<file path="src/common/fpga_pkg.sv">
package fpga_pkg;

    // Fabric size
    localparam int NUM_TILES = 8;
    localparam int CFG_W     = 32;
    localparam int CFG_AW    = 3;
    localparam int LUT_W     = 16;
    localparam int LUT_IN    = 4;
    localparam int SEL_W     = 3;

    // Caravel user pad count
    localparam int NUM_IO = 38;

    // Word addresses, taken from adr[5:2]
    localparam logic [3:0] ADDR_CFG_LAST = 4'd7;
    localparam logic [3:0] ADDR_PAD_IN   = 4'd8;
    localparam logic [3:0] ADDR_PAD_OUT  = 4'd9;

    // Fixed pad assignment
    localparam int PAD_CCFF_HEAD   = 0;
    localparam int PAD_CCFF_TAIL   = 1;
    localparam int PAD_ISOL_N      = 2;
    localparam int PAD_CCFF_EN     = 3;
    localparam int PAD_FABRIC_BASE = 8;

    // One tile configuration word, select 0 sits in bits 18:16
    typedef struct packed {
        logic [1:0]                   rsvd;
        logic                         reg_en;
        logic                         out_en;
        logic [LUT_IN-1:0][SEL_W-1:0] sel;
        logic [LUT_W-1:0]             lut_mask;
    } tile_cfg_t;

    // Wishbone request from the host
    typedef struct packed {
        logic        stb;
        logic        cyc;
        logic        we;
        logic [3:0]  sel;
        logic [31:0] adr;
        logic [31:0] dat;
    } wb_req_t;

    // Wishbone response to the host
    typedef struct packed {
        logic        ack;
        logic [31:0] dat;
    } wb_rsp_t;

    // Config bus request, held until granted
    typedef struct packed {
        logic              valid;
        logic              we;
        logic [CFG_AW-1:0] addr;
        logic [CFG_W-1:0]  wdata;
    } cfg_req_t;

    typedef enum logic {
        OWNER_WB,
        OWNER_CCFF
    } cfg_owner_e;

    typedef enum logic [1:0] {
        WB_IDLE,
        WB_WAIT_GNT,
        WB_WAIT_RD,
        WB_ACK
    } wb_state_e;

endpackage

</file>
<file path="src/fabric/cfg_mem.sv">
`timescale 1ns/1ps

module cfg_mem import fpga_pkg::*; (
    input  logic                      wb_clk_i,
    input  logic                      reset_i,
    input  cfg_req_t                  mem_req_i,
    output logic [CFG_W-1:0]          rd_data_o,
    output tile_cfg_t [NUM_TILES-1:0] tile_cfg_o
);

    tile_cfg_t [NUM_TILES-1:0] mem_q;

    // Cleared words leave every tile as an undriven input
    always_ff @(posedge wb_clk_i) begin
        if (reset_i) begin
            mem_q <= '0;
        end else if (mem_req_i.valid && mem_req_i.we) begin
            mem_q[mem_req_i.addr] <= tile_cfg_t'(mem_req_i.wdata);
        end
    end

    // Read data appears the cycle after the grant
    always_ff @(posedge wb_clk_i) begin
        if (mem_req_i.valid && !mem_req_i.we) begin
            rd_data_o <= mem_q[mem_req_i.addr];
        end
    end

    // All words feed the tiles in parallel
    assign tile_cfg_o = mem_q;

endmodule

</file>
<file path="src/fabric/io_tile_array.sv">
`timescale 1ns/1ps

module io_tile_array import fpga_pkg::*; (
    input  logic                      wb_clk_i,
    input  logic                      reset_i,
    input  tile_cfg_t [NUM_TILES-1:0] tile_cfg_i,
    input  logic [NUM_TILES-1:0]      pad_in_i,
    input  logic                      isol_n_i,
    output logic [NUM_TILES-1:0]      pad_out_o,
    output logic [NUM_TILES-1:0]      pad_oeb_o
);

    for (genvar t = 0; t < NUM_TILES; t++) begin : g_tile
        logic [LUT_IN-1:0] lut_idx;
        logic              lut_val;
        logic              out_q;

        // Select 0 drives the lowest index bit
        always_comb begin
            for (int i = 0; i < LUT_IN; i++) begin
                lut_idx[i] = pad_in_i[tile_cfg_i[t].sel[i]];
            end
        end

        assign lut_val = tile_cfg_i[t].lut_mask[lut_idx];

        // Optional output flop
        always_ff @(posedge wb_clk_i) begin
            if (reset_i) begin
                out_q <= 1'b0;
            end else begin
                out_q <= lut_val;
            end
        end

        // Value always visible, even when not driven onto the pad
        assign pad_out_o[t] = tile_cfg_i[t].reg_en ? out_q : lut_val;

        // Isolation forces every fabric pad to input
        assign pad_oeb_o[t] = !isol_n_i || !tile_cfg_i[t].out_en;
    end

endmodule

</file>
<file path="src/design/wb_cfg_port.sv">
`timescale 1ns/1ps

module wb_cfg_port import fpga_pkg::*; (
    input  logic                 wb_clk_i,
    input  logic                 reset_i,
    input  wb_req_t              wbs_i,
    output wb_rsp_t              wbs_o,
    output cfg_req_t             cfg_req_o,
    input  logic                 cfg_gnt_i,
    input  logic [CFG_W-1:0]     cfg_rd_data_i,
    input  logic [NUM_TILES-1:0] pad_in_i,
    input  logic [NUM_TILES-1:0] pad_out_i
);

    wb_state_e         state_q;
    logic [3:0]        word_addr;
    logic              upper_zero;
    logic              is_cfg;
    logic              start;
    logic [CFG_W-1:0]  status_data;
    logic [CFG_AW-1:0] addr_q;
    logic              we_q;
    logic [CFG_W-1:0]  wdata_q;
    logic [CFG_W-1:0]  rdata_q;

    // Address bits above the word field must be zero for a mapped hit
    assign word_addr  = wbs_i.adr[5:2];
    assign upper_zero = (wbs_i.adr[31:6] == '0);
    assign is_cfg     = upper_zero && (word_addr <= ADDR_CFG_LAST);
    assign start      = wbs_i.stb && wbs_i.cyc;

    // Status words answer directly, unmapped reads give zero
    always_comb begin
        status_data = '0;
        if (upper_zero && word_addr == ADDR_PAD_IN) begin
            status_data[NUM_TILES-1:0] = pad_in_i;
        end else if (upper_zero && word_addr == ADDR_PAD_OUT) begin
            status_data[NUM_TILES-1:0] = pad_out_i;
        end
    end

    always_ff @(posedge wb_clk_i) begin
        if (reset_i) begin
            state_q <= WB_IDLE;
        end else begin
            case (state_q)
                WB_IDLE: begin
                    if (start) begin
                        state_q <= is_cfg ? WB_WAIT_GNT : WB_ACK;
                    end
                end
                // Writes finish on the grant edge, reads need one more cycle
                WB_WAIT_GNT: begin
                    if (cfg_gnt_i) begin
                        state_q <= we_q ? WB_ACK : WB_WAIT_RD;
                    end
                end
                WB_WAIT_RD: state_q <= WB_ACK;
                default:    state_q <= WB_IDLE;
            endcase
        end
    end

    // Captured request and response data
    always_ff @(posedge wb_clk_i) begin
        if (state_q == WB_IDLE && start) begin
            addr_q  <= word_addr[CFG_AW-1:0];
            we_q    <= wbs_i.we;
            // Byte selects ignored, whole word replaced
            wdata_q <= wbs_i.dat;
            rdata_q <= status_data;
        end else if (state_q == WB_WAIT_RD) begin
            rdata_q <= cfg_rd_data_i;
        end
    end

    assign cfg_req_o.valid = (state_q == WB_WAIT_GNT);
    assign cfg_req_o.we    = we_q;
    assign cfg_req_o.addr  = addr_q;
    assign cfg_req_o.wdata = wdata_q;

    assign wbs_o.ack = (state_q == WB_ACK);
    assign wbs_o.dat = rdata_q;

endmodule

</file>
<file path="src/design/ccff_loader.sv">
`timescale 1ns/1ps

module ccff_loader import fpga_pkg::*; (
    input  logic     wb_clk_i,
    input  logic     reset_i,
    input  logic     ccff_en_i,
    input  logic     ccff_head_i,
    output logic     ccff_tail_o,
    output cfg_req_t cfg_req_o,
    input  logic     cfg_gnt_i
);

    logic [CFG_W-1:0]         shift_q;
    logic [$clog2(CFG_W)-1:0] bit_cnt_q;
    logic [CFG_AW-1:0]        word_cnt_q;
    logic                     word_done;
    logic                     req_valid_q;
    logic [CFG_AW-1:0]        req_addr_q;
    logic [CFG_W-1:0]         req_data_q;

    // Last bit of a word arrives this cycle
    assign word_done = ccff_en_i && (bit_cnt_q == CFG_W - 1);

    // Chain shift, MSB first, tail is the bit pushed out
    always_ff @(posedge wb_clk_i) begin
        if (reset_i) begin
            shift_q     <= '0;
            ccff_tail_o <= 1'b0;
        end else if (ccff_en_i) begin
            shift_q     <= {shift_q[CFG_W-2:0], ccff_head_i};
            ccff_tail_o <= shift_q[CFG_W-1];
        end
    end

    // Bit and word counters restart whenever the chain is disabled
    always_ff @(posedge wb_clk_i) begin
        if (reset_i || !ccff_en_i) begin
            bit_cnt_q  <= '0;
            word_cnt_q <= '0;
        end else begin
            bit_cnt_q <= bit_cnt_q + 1'b1;
            if (word_done) begin
                word_cnt_q <= word_cnt_q + 1'b1;
            end
        end
    end

    // Pending request, a fresh word wins over a same-cycle grant
    always_ff @(posedge wb_clk_i) begin
        if (reset_i) begin
            req_valid_q <= 1'b0;
        end else if (word_done) begin
            req_valid_q <= 1'b1;
        end else if (cfg_gnt_i) begin
            req_valid_q <= 1'b0;
        end
    end

    // Own copy of the word so shifting may go on while waiting
    always_ff @(posedge wb_clk_i) begin
        if (word_done) begin
            req_addr_q <= word_cnt_q;
            req_data_q <= {shift_q[CFG_W-2:0], ccff_head_i};
        end
    end

    assign cfg_req_o.valid = req_valid_q;
    assign cfg_req_o.we    = 1'b1;
    assign cfg_req_o.addr  = req_addr_q;
    assign cfg_req_o.wdata = req_data_q;

endmodule

</file>
<file path="src/design/cfg_arbiter.sv">
`timescale 1ns/1ps

module cfg_arbiter import fpga_pkg::*; (
    input  logic     wb_clk_i,
    input  logic     reset_i,
    input  cfg_req_t wb_req_i,
    input  cfg_req_t ccff_req_i,
    output logic     wb_gnt_o,
    output logic     ccff_gnt_o,
    output cfg_req_t mem_req_o
);

    cfg_owner_e last_q;

    // On a tie the requester that did not win last time goes first
    assign wb_gnt_o   = wb_req_i.valid
                        && (!ccff_req_i.valid || last_q == OWNER_CCFF);
    assign ccff_gnt_o = ccff_req_i.valid
                        && (!wb_req_i.valid || last_q == OWNER_WB);

    // Winner's request goes to memory, valid only when granted
    always_comb begin
        mem_req_o       = ccff_gnt_o ? ccff_req_i : wb_req_i;
        mem_req_o.valid = wb_gnt_o || ccff_gnt_o;
    end

    // Host gets first turn after reset
    always_ff @(posedge wb_clk_i) begin
        if (reset_i) begin
            last_q <= OWNER_CCFF;
        end else if (wb_gnt_o) begin
            last_q <= OWNER_WB;
        end else if (ccff_gnt_o) begin
            last_q <= OWNER_CCFF;
        end
    end

endmodule

</file>
<file path="src/design/caravel_fpga_wrapper.sv">
`timescale 1ns/1ps

module caravel_fpga_wrapper import fpga_pkg::*; (
    input  logic              wb_clk_i,
    input  logic              reset_i,
    input  wb_req_t           wbs_i,
    output wb_rsp_t           wbs_o,
    input  logic [NUM_IO-1:0] io_in_i,
    output logic [NUM_IO-1:0] io_out_o,
    output logic [NUM_IO-1:0] io_oeb_o
);

    // Config bus between the requesters, arbiter and memory
    cfg_req_t                    wb_cfg_req;
    cfg_req_t                    ccff_cfg_req;
    cfg_req_t                    mem_req;
    logic                        wb_gnt;
    logic                        ccff_gnt;
    logic [CFG_W-1:0]            cfg_rd_data;
    tile_cfg_t [NUM_TILES-1:0]   tile_cfg;

    // Fabric side of the pads
    logic [NUM_TILES-1:0] fabric_in;
    logic [NUM_TILES-1:0] fabric_out;
    logic [NUM_TILES-1:0] fabric_oeb;
    logic                 ccff_tail;

    assign fabric_in = io_in_i[PAD_FABRIC_BASE +: NUM_TILES];

    // Unused pads stay inputs driving zero
    always_comb begin
        io_out_o = '0;
        io_oeb_o = '1;
        io_out_o[PAD_FABRIC_BASE +: NUM_TILES] = fabric_out;
        io_oeb_o[PAD_FABRIC_BASE +: NUM_TILES] = fabric_oeb;
        // Chain tail is the only fixed output pad
        io_out_o[PAD_CCFF_TAIL] = ccff_tail;
        io_oeb_o[PAD_CCFF_TAIL] = 1'b0;
    end

    wb_cfg_port i_wb_cfg_port (
        .wb_clk_i      (wb_clk_i),
        .reset_i       (reset_i),
        .wbs_i         (wbs_i),
        .wbs_o         (wbs_o),
        .cfg_req_o     (wb_cfg_req),
        .cfg_gnt_i     (wb_gnt),
        .cfg_rd_data_i (cfg_rd_data),
        .pad_in_i      (fabric_in),
        .pad_out_i     (fabric_out)
    );

    ccff_loader i_ccff_loader (
        .wb_clk_i    (wb_clk_i),
        .reset_i     (reset_i),
        .ccff_en_i   (io_in_i[PAD_CCFF_EN]),
        .ccff_head_i (io_in_i[PAD_CCFF_HEAD]),
        .ccff_tail_o (ccff_tail),
        .cfg_req_o   (ccff_cfg_req),
        .cfg_gnt_i   (ccff_gnt)
    );

    cfg_arbiter i_cfg_arbiter (
        .wb_clk_i   (wb_clk_i),
        .reset_i    (reset_i),
        .wb_req_i   (wb_cfg_req),
        .ccff_req_i (ccff_cfg_req),
        .wb_gnt_o   (wb_gnt),
        .ccff_gnt_o (ccff_gnt),
        .mem_req_o  (mem_req)
    );

    cfg_mem i_cfg_mem (
        .wb_clk_i   (wb_clk_i),
        .reset_i    (reset_i),
        .mem_req_i  (mem_req),
        .rd_data_o  (cfg_rd_data),
        .tile_cfg_o (tile_cfg)
    );

    io_tile_array i_io_tile_array (
        .wb_clk_i   (wb_clk_i),
        .reset_i    (reset_i),
        .tile_cfg_i (tile_cfg),
        .pad_in_i   (fabric_in),
        .isol_n_i   (io_in_i[PAD_ISOL_N]),
        .pad_out_o  (fabric_out),
        .pad_oeb_o  (fabric_oeb)
    );

endmodule

</file>
<file path="config.mk">
export PLATFORM = sky130hd
export DESIGN_NAME = caravel_fpga_wrapper
export DESIGN_NICKNAME = d
export VERILOG_FILES = /design/src/common/fpga_pkg.sv /design/src/fabric/cfg_mem.sv /design/src/fabric/io_tile_array.sv /design/src/design/wb_cfg_port.sv /design/src/design/ccff_loader.sv /design/src/design/cfg_arbiter.sv /design/src/design/caravel_fpga_wrapper.sv
export SDC_FILE = /design/constraint.sdc
export NUM_CORES = 1
export LEC_CHECK = 0
export ABC_AREA = 0
export BUFFER_PORTS_ARGS = -buffer_cell sky130_fd_sc_hd__buf_2
export CORE_MARGIN = 1
export CORE_UTILIZATION = 56
export CTS_BUF_LIST = sky130_fd_sc_hd__clkbuf_8
export CTS_CLUSTER_DIAMETER = 60
export CTS_CLUSTER_SIZE = 10
export DETAILED_ROUTE_END_ITERATION = 10
export PLACE_DENSITY = 0.84
export SLEW_MARGIN = 20
export SYNTH_ARGS = -nofsm -noshare
export SYNTH_HDL_FRONTEND = slang
export SYNTH_HIERARCHICAL = 1
export SYNTH_SLANG_ARGS = --single-unit
export TNS_END_PERCENT = 20
</file>
<file path="constraint.sdc">
create_clock -name wb_clk_i -period 3.3 [get_ports wb_clk_i]
set_clock_uncertainty 0.05 [all_clocks]
set_input_delay 0.495 -clock wb_clk_i [delete_from_list [all_inputs] [get_ports wb_clk_i]]
set_output_delay 0.495 -clock wb_clk_i [all_outputs]
set_load 0.01 [all_outputs]
</file>
==> metrics.yaml <==
synthesis:
  synth_area_leaders: "dfxtp_1 30%, edfxtp_1 15%, mux4_2 13%"
  synth_edf_count: 111
  ys_seq_area_share_pct: 44.3
  synthArstFlopShare_pct: 0
  yosysTopAreaCellShare_pct: 29.6
  synth_cell_type_count: 59
  yosys.area.top_type: "dfxtp_1"
  ys_ff_latch: 444
  synth_area_sq_um: 22600
  ys.flop_type: "dfxtp_1"
  ys_warn_count: 6
  synth.avg_cell_area_sq_um: 10.6
  synth_cells: 2128
route:
  dr.pass1.iters: 6
  ant_nets: 0
  drt-wirelength-per-cell_um: 24.2
  routed_wl_um: 66500
  drc: 0
  vias: 18300
  drt_iter0_drc: 2694
  via_per_inst: 6.65
global_routing:
  grt_max_degree: 129
  antenna_found_initial: 3
  grt_use_total_pct: 32.0
  grt.overflow.total: 0
  grt_first_pass_wirelength_um: 103000
  grt_pass1_vias: 17500
setup_path:
  crit_path_end: "io_out_o[13]"
  cp-start-kind: "register"
  critPathCaptureType: "output pin"
  r2r-start: "i_cfg_mem/tile_cfg_o[179]"
  crit_type: "reg2out"
  r2r_end: "i_wb_cfg_port/rdata_q[5]"
  critPathArrivalTime_ns: 3.44
  reg2reg_slack_ns: -0.03
  reg2regPathDepth: 9
  cp_max_fo: 3
  crit_start: "i_cfg_mem/tile_cfg_o[179]"
  cp.required_ns: 2.75
timing:
  fin_setup_tns_ns: -4.05
  final_hold_viol_count: 0
  hold_slack_ns: 0.0148
  rsz0062_at_grt: "yes"
  setup_violations: 9
  period_share_pct: 121
  drv_slew: 0
  fin_ws_ns: -0.688
  max_slew_margin_pct: 41.7
  timing.fmax_mhz: 251
  fin_crit_ns: 3.99
  worst_pin_slew_ns: 0.875
hold_path:
  hold_path.class: "in2reg"
placement:
  hpwlAfterDp_um: 44000
  port_buffers: 127
  placed_area_sq_um: 23500
  place_congestion: 1.01
cts:
  cts_max_level: 2
  cts_buffer_depth: 3
  cts.sinks: 444
  path_clk_slew_ns: 0.07
  cts_tree: "yes"
  cts_made_buffers: 51
  clk-insertion-delay-late_ns: 0.64
  cts-root-buf: "clkbuf_8"
floorplan:
  dieArea_sq_um: 41100
  die_w_um: 203
  rows: 73
  start_util_pct: 56.8
  io_pins: 220
  die_h_um: 203
  core_area_sq_um: 39700
run:
  cap_violations: 0
layout:
  nNetsFinal: 2316
  syn_to_final_growth_pct: 10.4
  drive_gt1_share_pct: 26.4
  fin_util_pct: 62.7
  final_area_sq_um: 24900
run_status:
  status: "finished with violations"
  violations: "setup timing"
power:
  p_total_mw: 12.3
  p_per_area_nw_per_um2: 492
  leakage_nw: 8.68
  ir_drop_mv: 0.340
## layout by cell type (no fill, tap or decap), drive strengths merged, types with 7 or more instances in the layout
master,n
o31ai,9
nand2,23
edfxtp,111
dfxtp,333
nand3,266
nor3b,9
a22oi,7
buf,230
clkbuf,56
dlygate4sd3,35
ha,7
mux2i,119
a21oi,258
nor2,70
inv,38
mux4,137
conb,60
nor2b,14
o21ai,257
mux2,112
nand3b,14
## critical path: stages, from the launching register on
cell	delay (ns)
dfxtp_4	0.38
mux4_2	0.51
mux2_4	0.33
buf_4	0.15
mux4_2	0.40
nor3b_1	0.15
or4_4	0.44
mux2_4	0.31
buf_6	0.13
## power by group
| part | internal, mW | leakage [nW] | total, mW | switching, mW |
|---|---|---|---|---|
| clock | 1.60 | 0.553 | 3.55 | 1.95 |
| combinational | 0.929 | 4.38 | 2.57 | 1.64 |
| sequential | 5.94 | 3.75 | 6.13 | 0.189 |
| total | 8.47 | 8.68 | 12.3 | 3.78 |
## area by class of cell
type | count | area [sq um]
Fill cell | 3145 | 14800
Clock inverter | 28 | 144
Antenna cell | 1 | 2.50
Sequential cell | 444 | 10000
Multi-Input combinational cell | 1424 | 11300
Inverter | 11 | 41.3
Clock buffer | 55 | 757
Timing Repair Buffer | 266 | 1990
Tap cell | 525 | 657
## stage by stage
| stage | std cells | worst slack [ns] |
|---|---|---|
| 6_report | 2754 | -0.688 |
| 5_1_grt | 2753 | -0.705 |
| 4_1_cts | 2753 | -0.673 |
| 3_5_place_dp | 2633 | -0.396 |
| 3_3_place_gp | 2633 | -0.390 |
| 2_1_floorplan | 2185 | 0.00146 |
## sequential cells by signal, summed over array words and instances (netlist names)
name / flops
i_wb_cfg_port/addr_q: 3
i_ccff_loader/word_cnt_q: 3
i_cfg_mem/rd_data_o: 32
i_ccff_loader/ccff_tail_o: 1
i_wb_cfg_port/wdata_q: 32
i_wb_cfg_port/we_q: 1
i_cfg_mem/tile_cfg_o: 256
i_ccff_loader/bit_cnt_q: 5
i_io_tile_array/g_tile.out_q: 8
i_ccff_loader/req_data_q: 32
i_wb_cfg_port/state_q: 2
i_wb_cfg_port/rdata_q: 32
i_ccff_loader/shift_q: 32
i_ccff_loader/req_addr_q: 3
i_cfg_arbiter/last_q: 1
i_ccff_loader/req_valid_q: 1
## synthesized netlist by cell type (all sizes together) (9+ instances only)
library cell	instances
nand3	266
nor2	70
clkbuf	162
o31ai	9
nor3b	9
edfxtp	111
mux2	112
dfxtp	333
mux2i	119
nand2	23
nand3b	14
inv	10
o21ai	257
a21oi	258
mux4	137
buf	144
nor2b	14
## how the worst min path moves through the flow
| stage | from | endpoint | cells after the start |
|---|---|---|---|
| finish | io_in_i[0] | i_ccff_loader/req_data_q[0] | 1 |
| global route | io_in_i[0] | i_ccff_loader/req_data_q[0] | 1 |
| CTS | io_in_i[0] | i_ccff_loader/req_data_q[0] | 1 |
| detailed placement | i_ccff_loader/bit_cnt_q[0] | i_ccff_loader/bit_cnt_q[0] | 1 |
| global placement | i_ccff_loader/word_cnt_q[2] | i_ccff_loader/req_addr_q[2] | 0 |
| floorplan | i_ccff_loader/word_cnt_q[2] | i_ccff_loader/req_addr_q[2] | 0 |
## logic make-up (layout without fill, tap and decap cells)
group	count (synthesis)	after routing	share of synthesized area [%]
adder cells (fa/ha/maj)	7	7	0.388
flip-flops	444	444	44.3
other	3	61	0.0499
buffers and inverters	317	360	7.27
multiplexers	368	368	25.3
AND/OR/NAND/NOR	439	439	9.85
AO/OA/AOI/OAI	548	548	12.8
XOR/XNOR	2	2	0.0777
## timing repair
item,4_1_cts,5_1_grt
pin swaps,8,6
endpoints found under the hold margin,35,0
buffers inserted,2,0
endpoints found under the setup margin,12,12
gates resized for setup,38,16
hold buffers,35,0
## per-layer routing
metal	GRT usage [%]	up-vias	routed length, um
li1	-	7888	-
met5	0	-	38
met1	44.4	8868	25600
met4	12.8	6	2650
met3	7.83	214	8570
met2	48.2	1337	29600
Power figures use the tool's default switching activity.
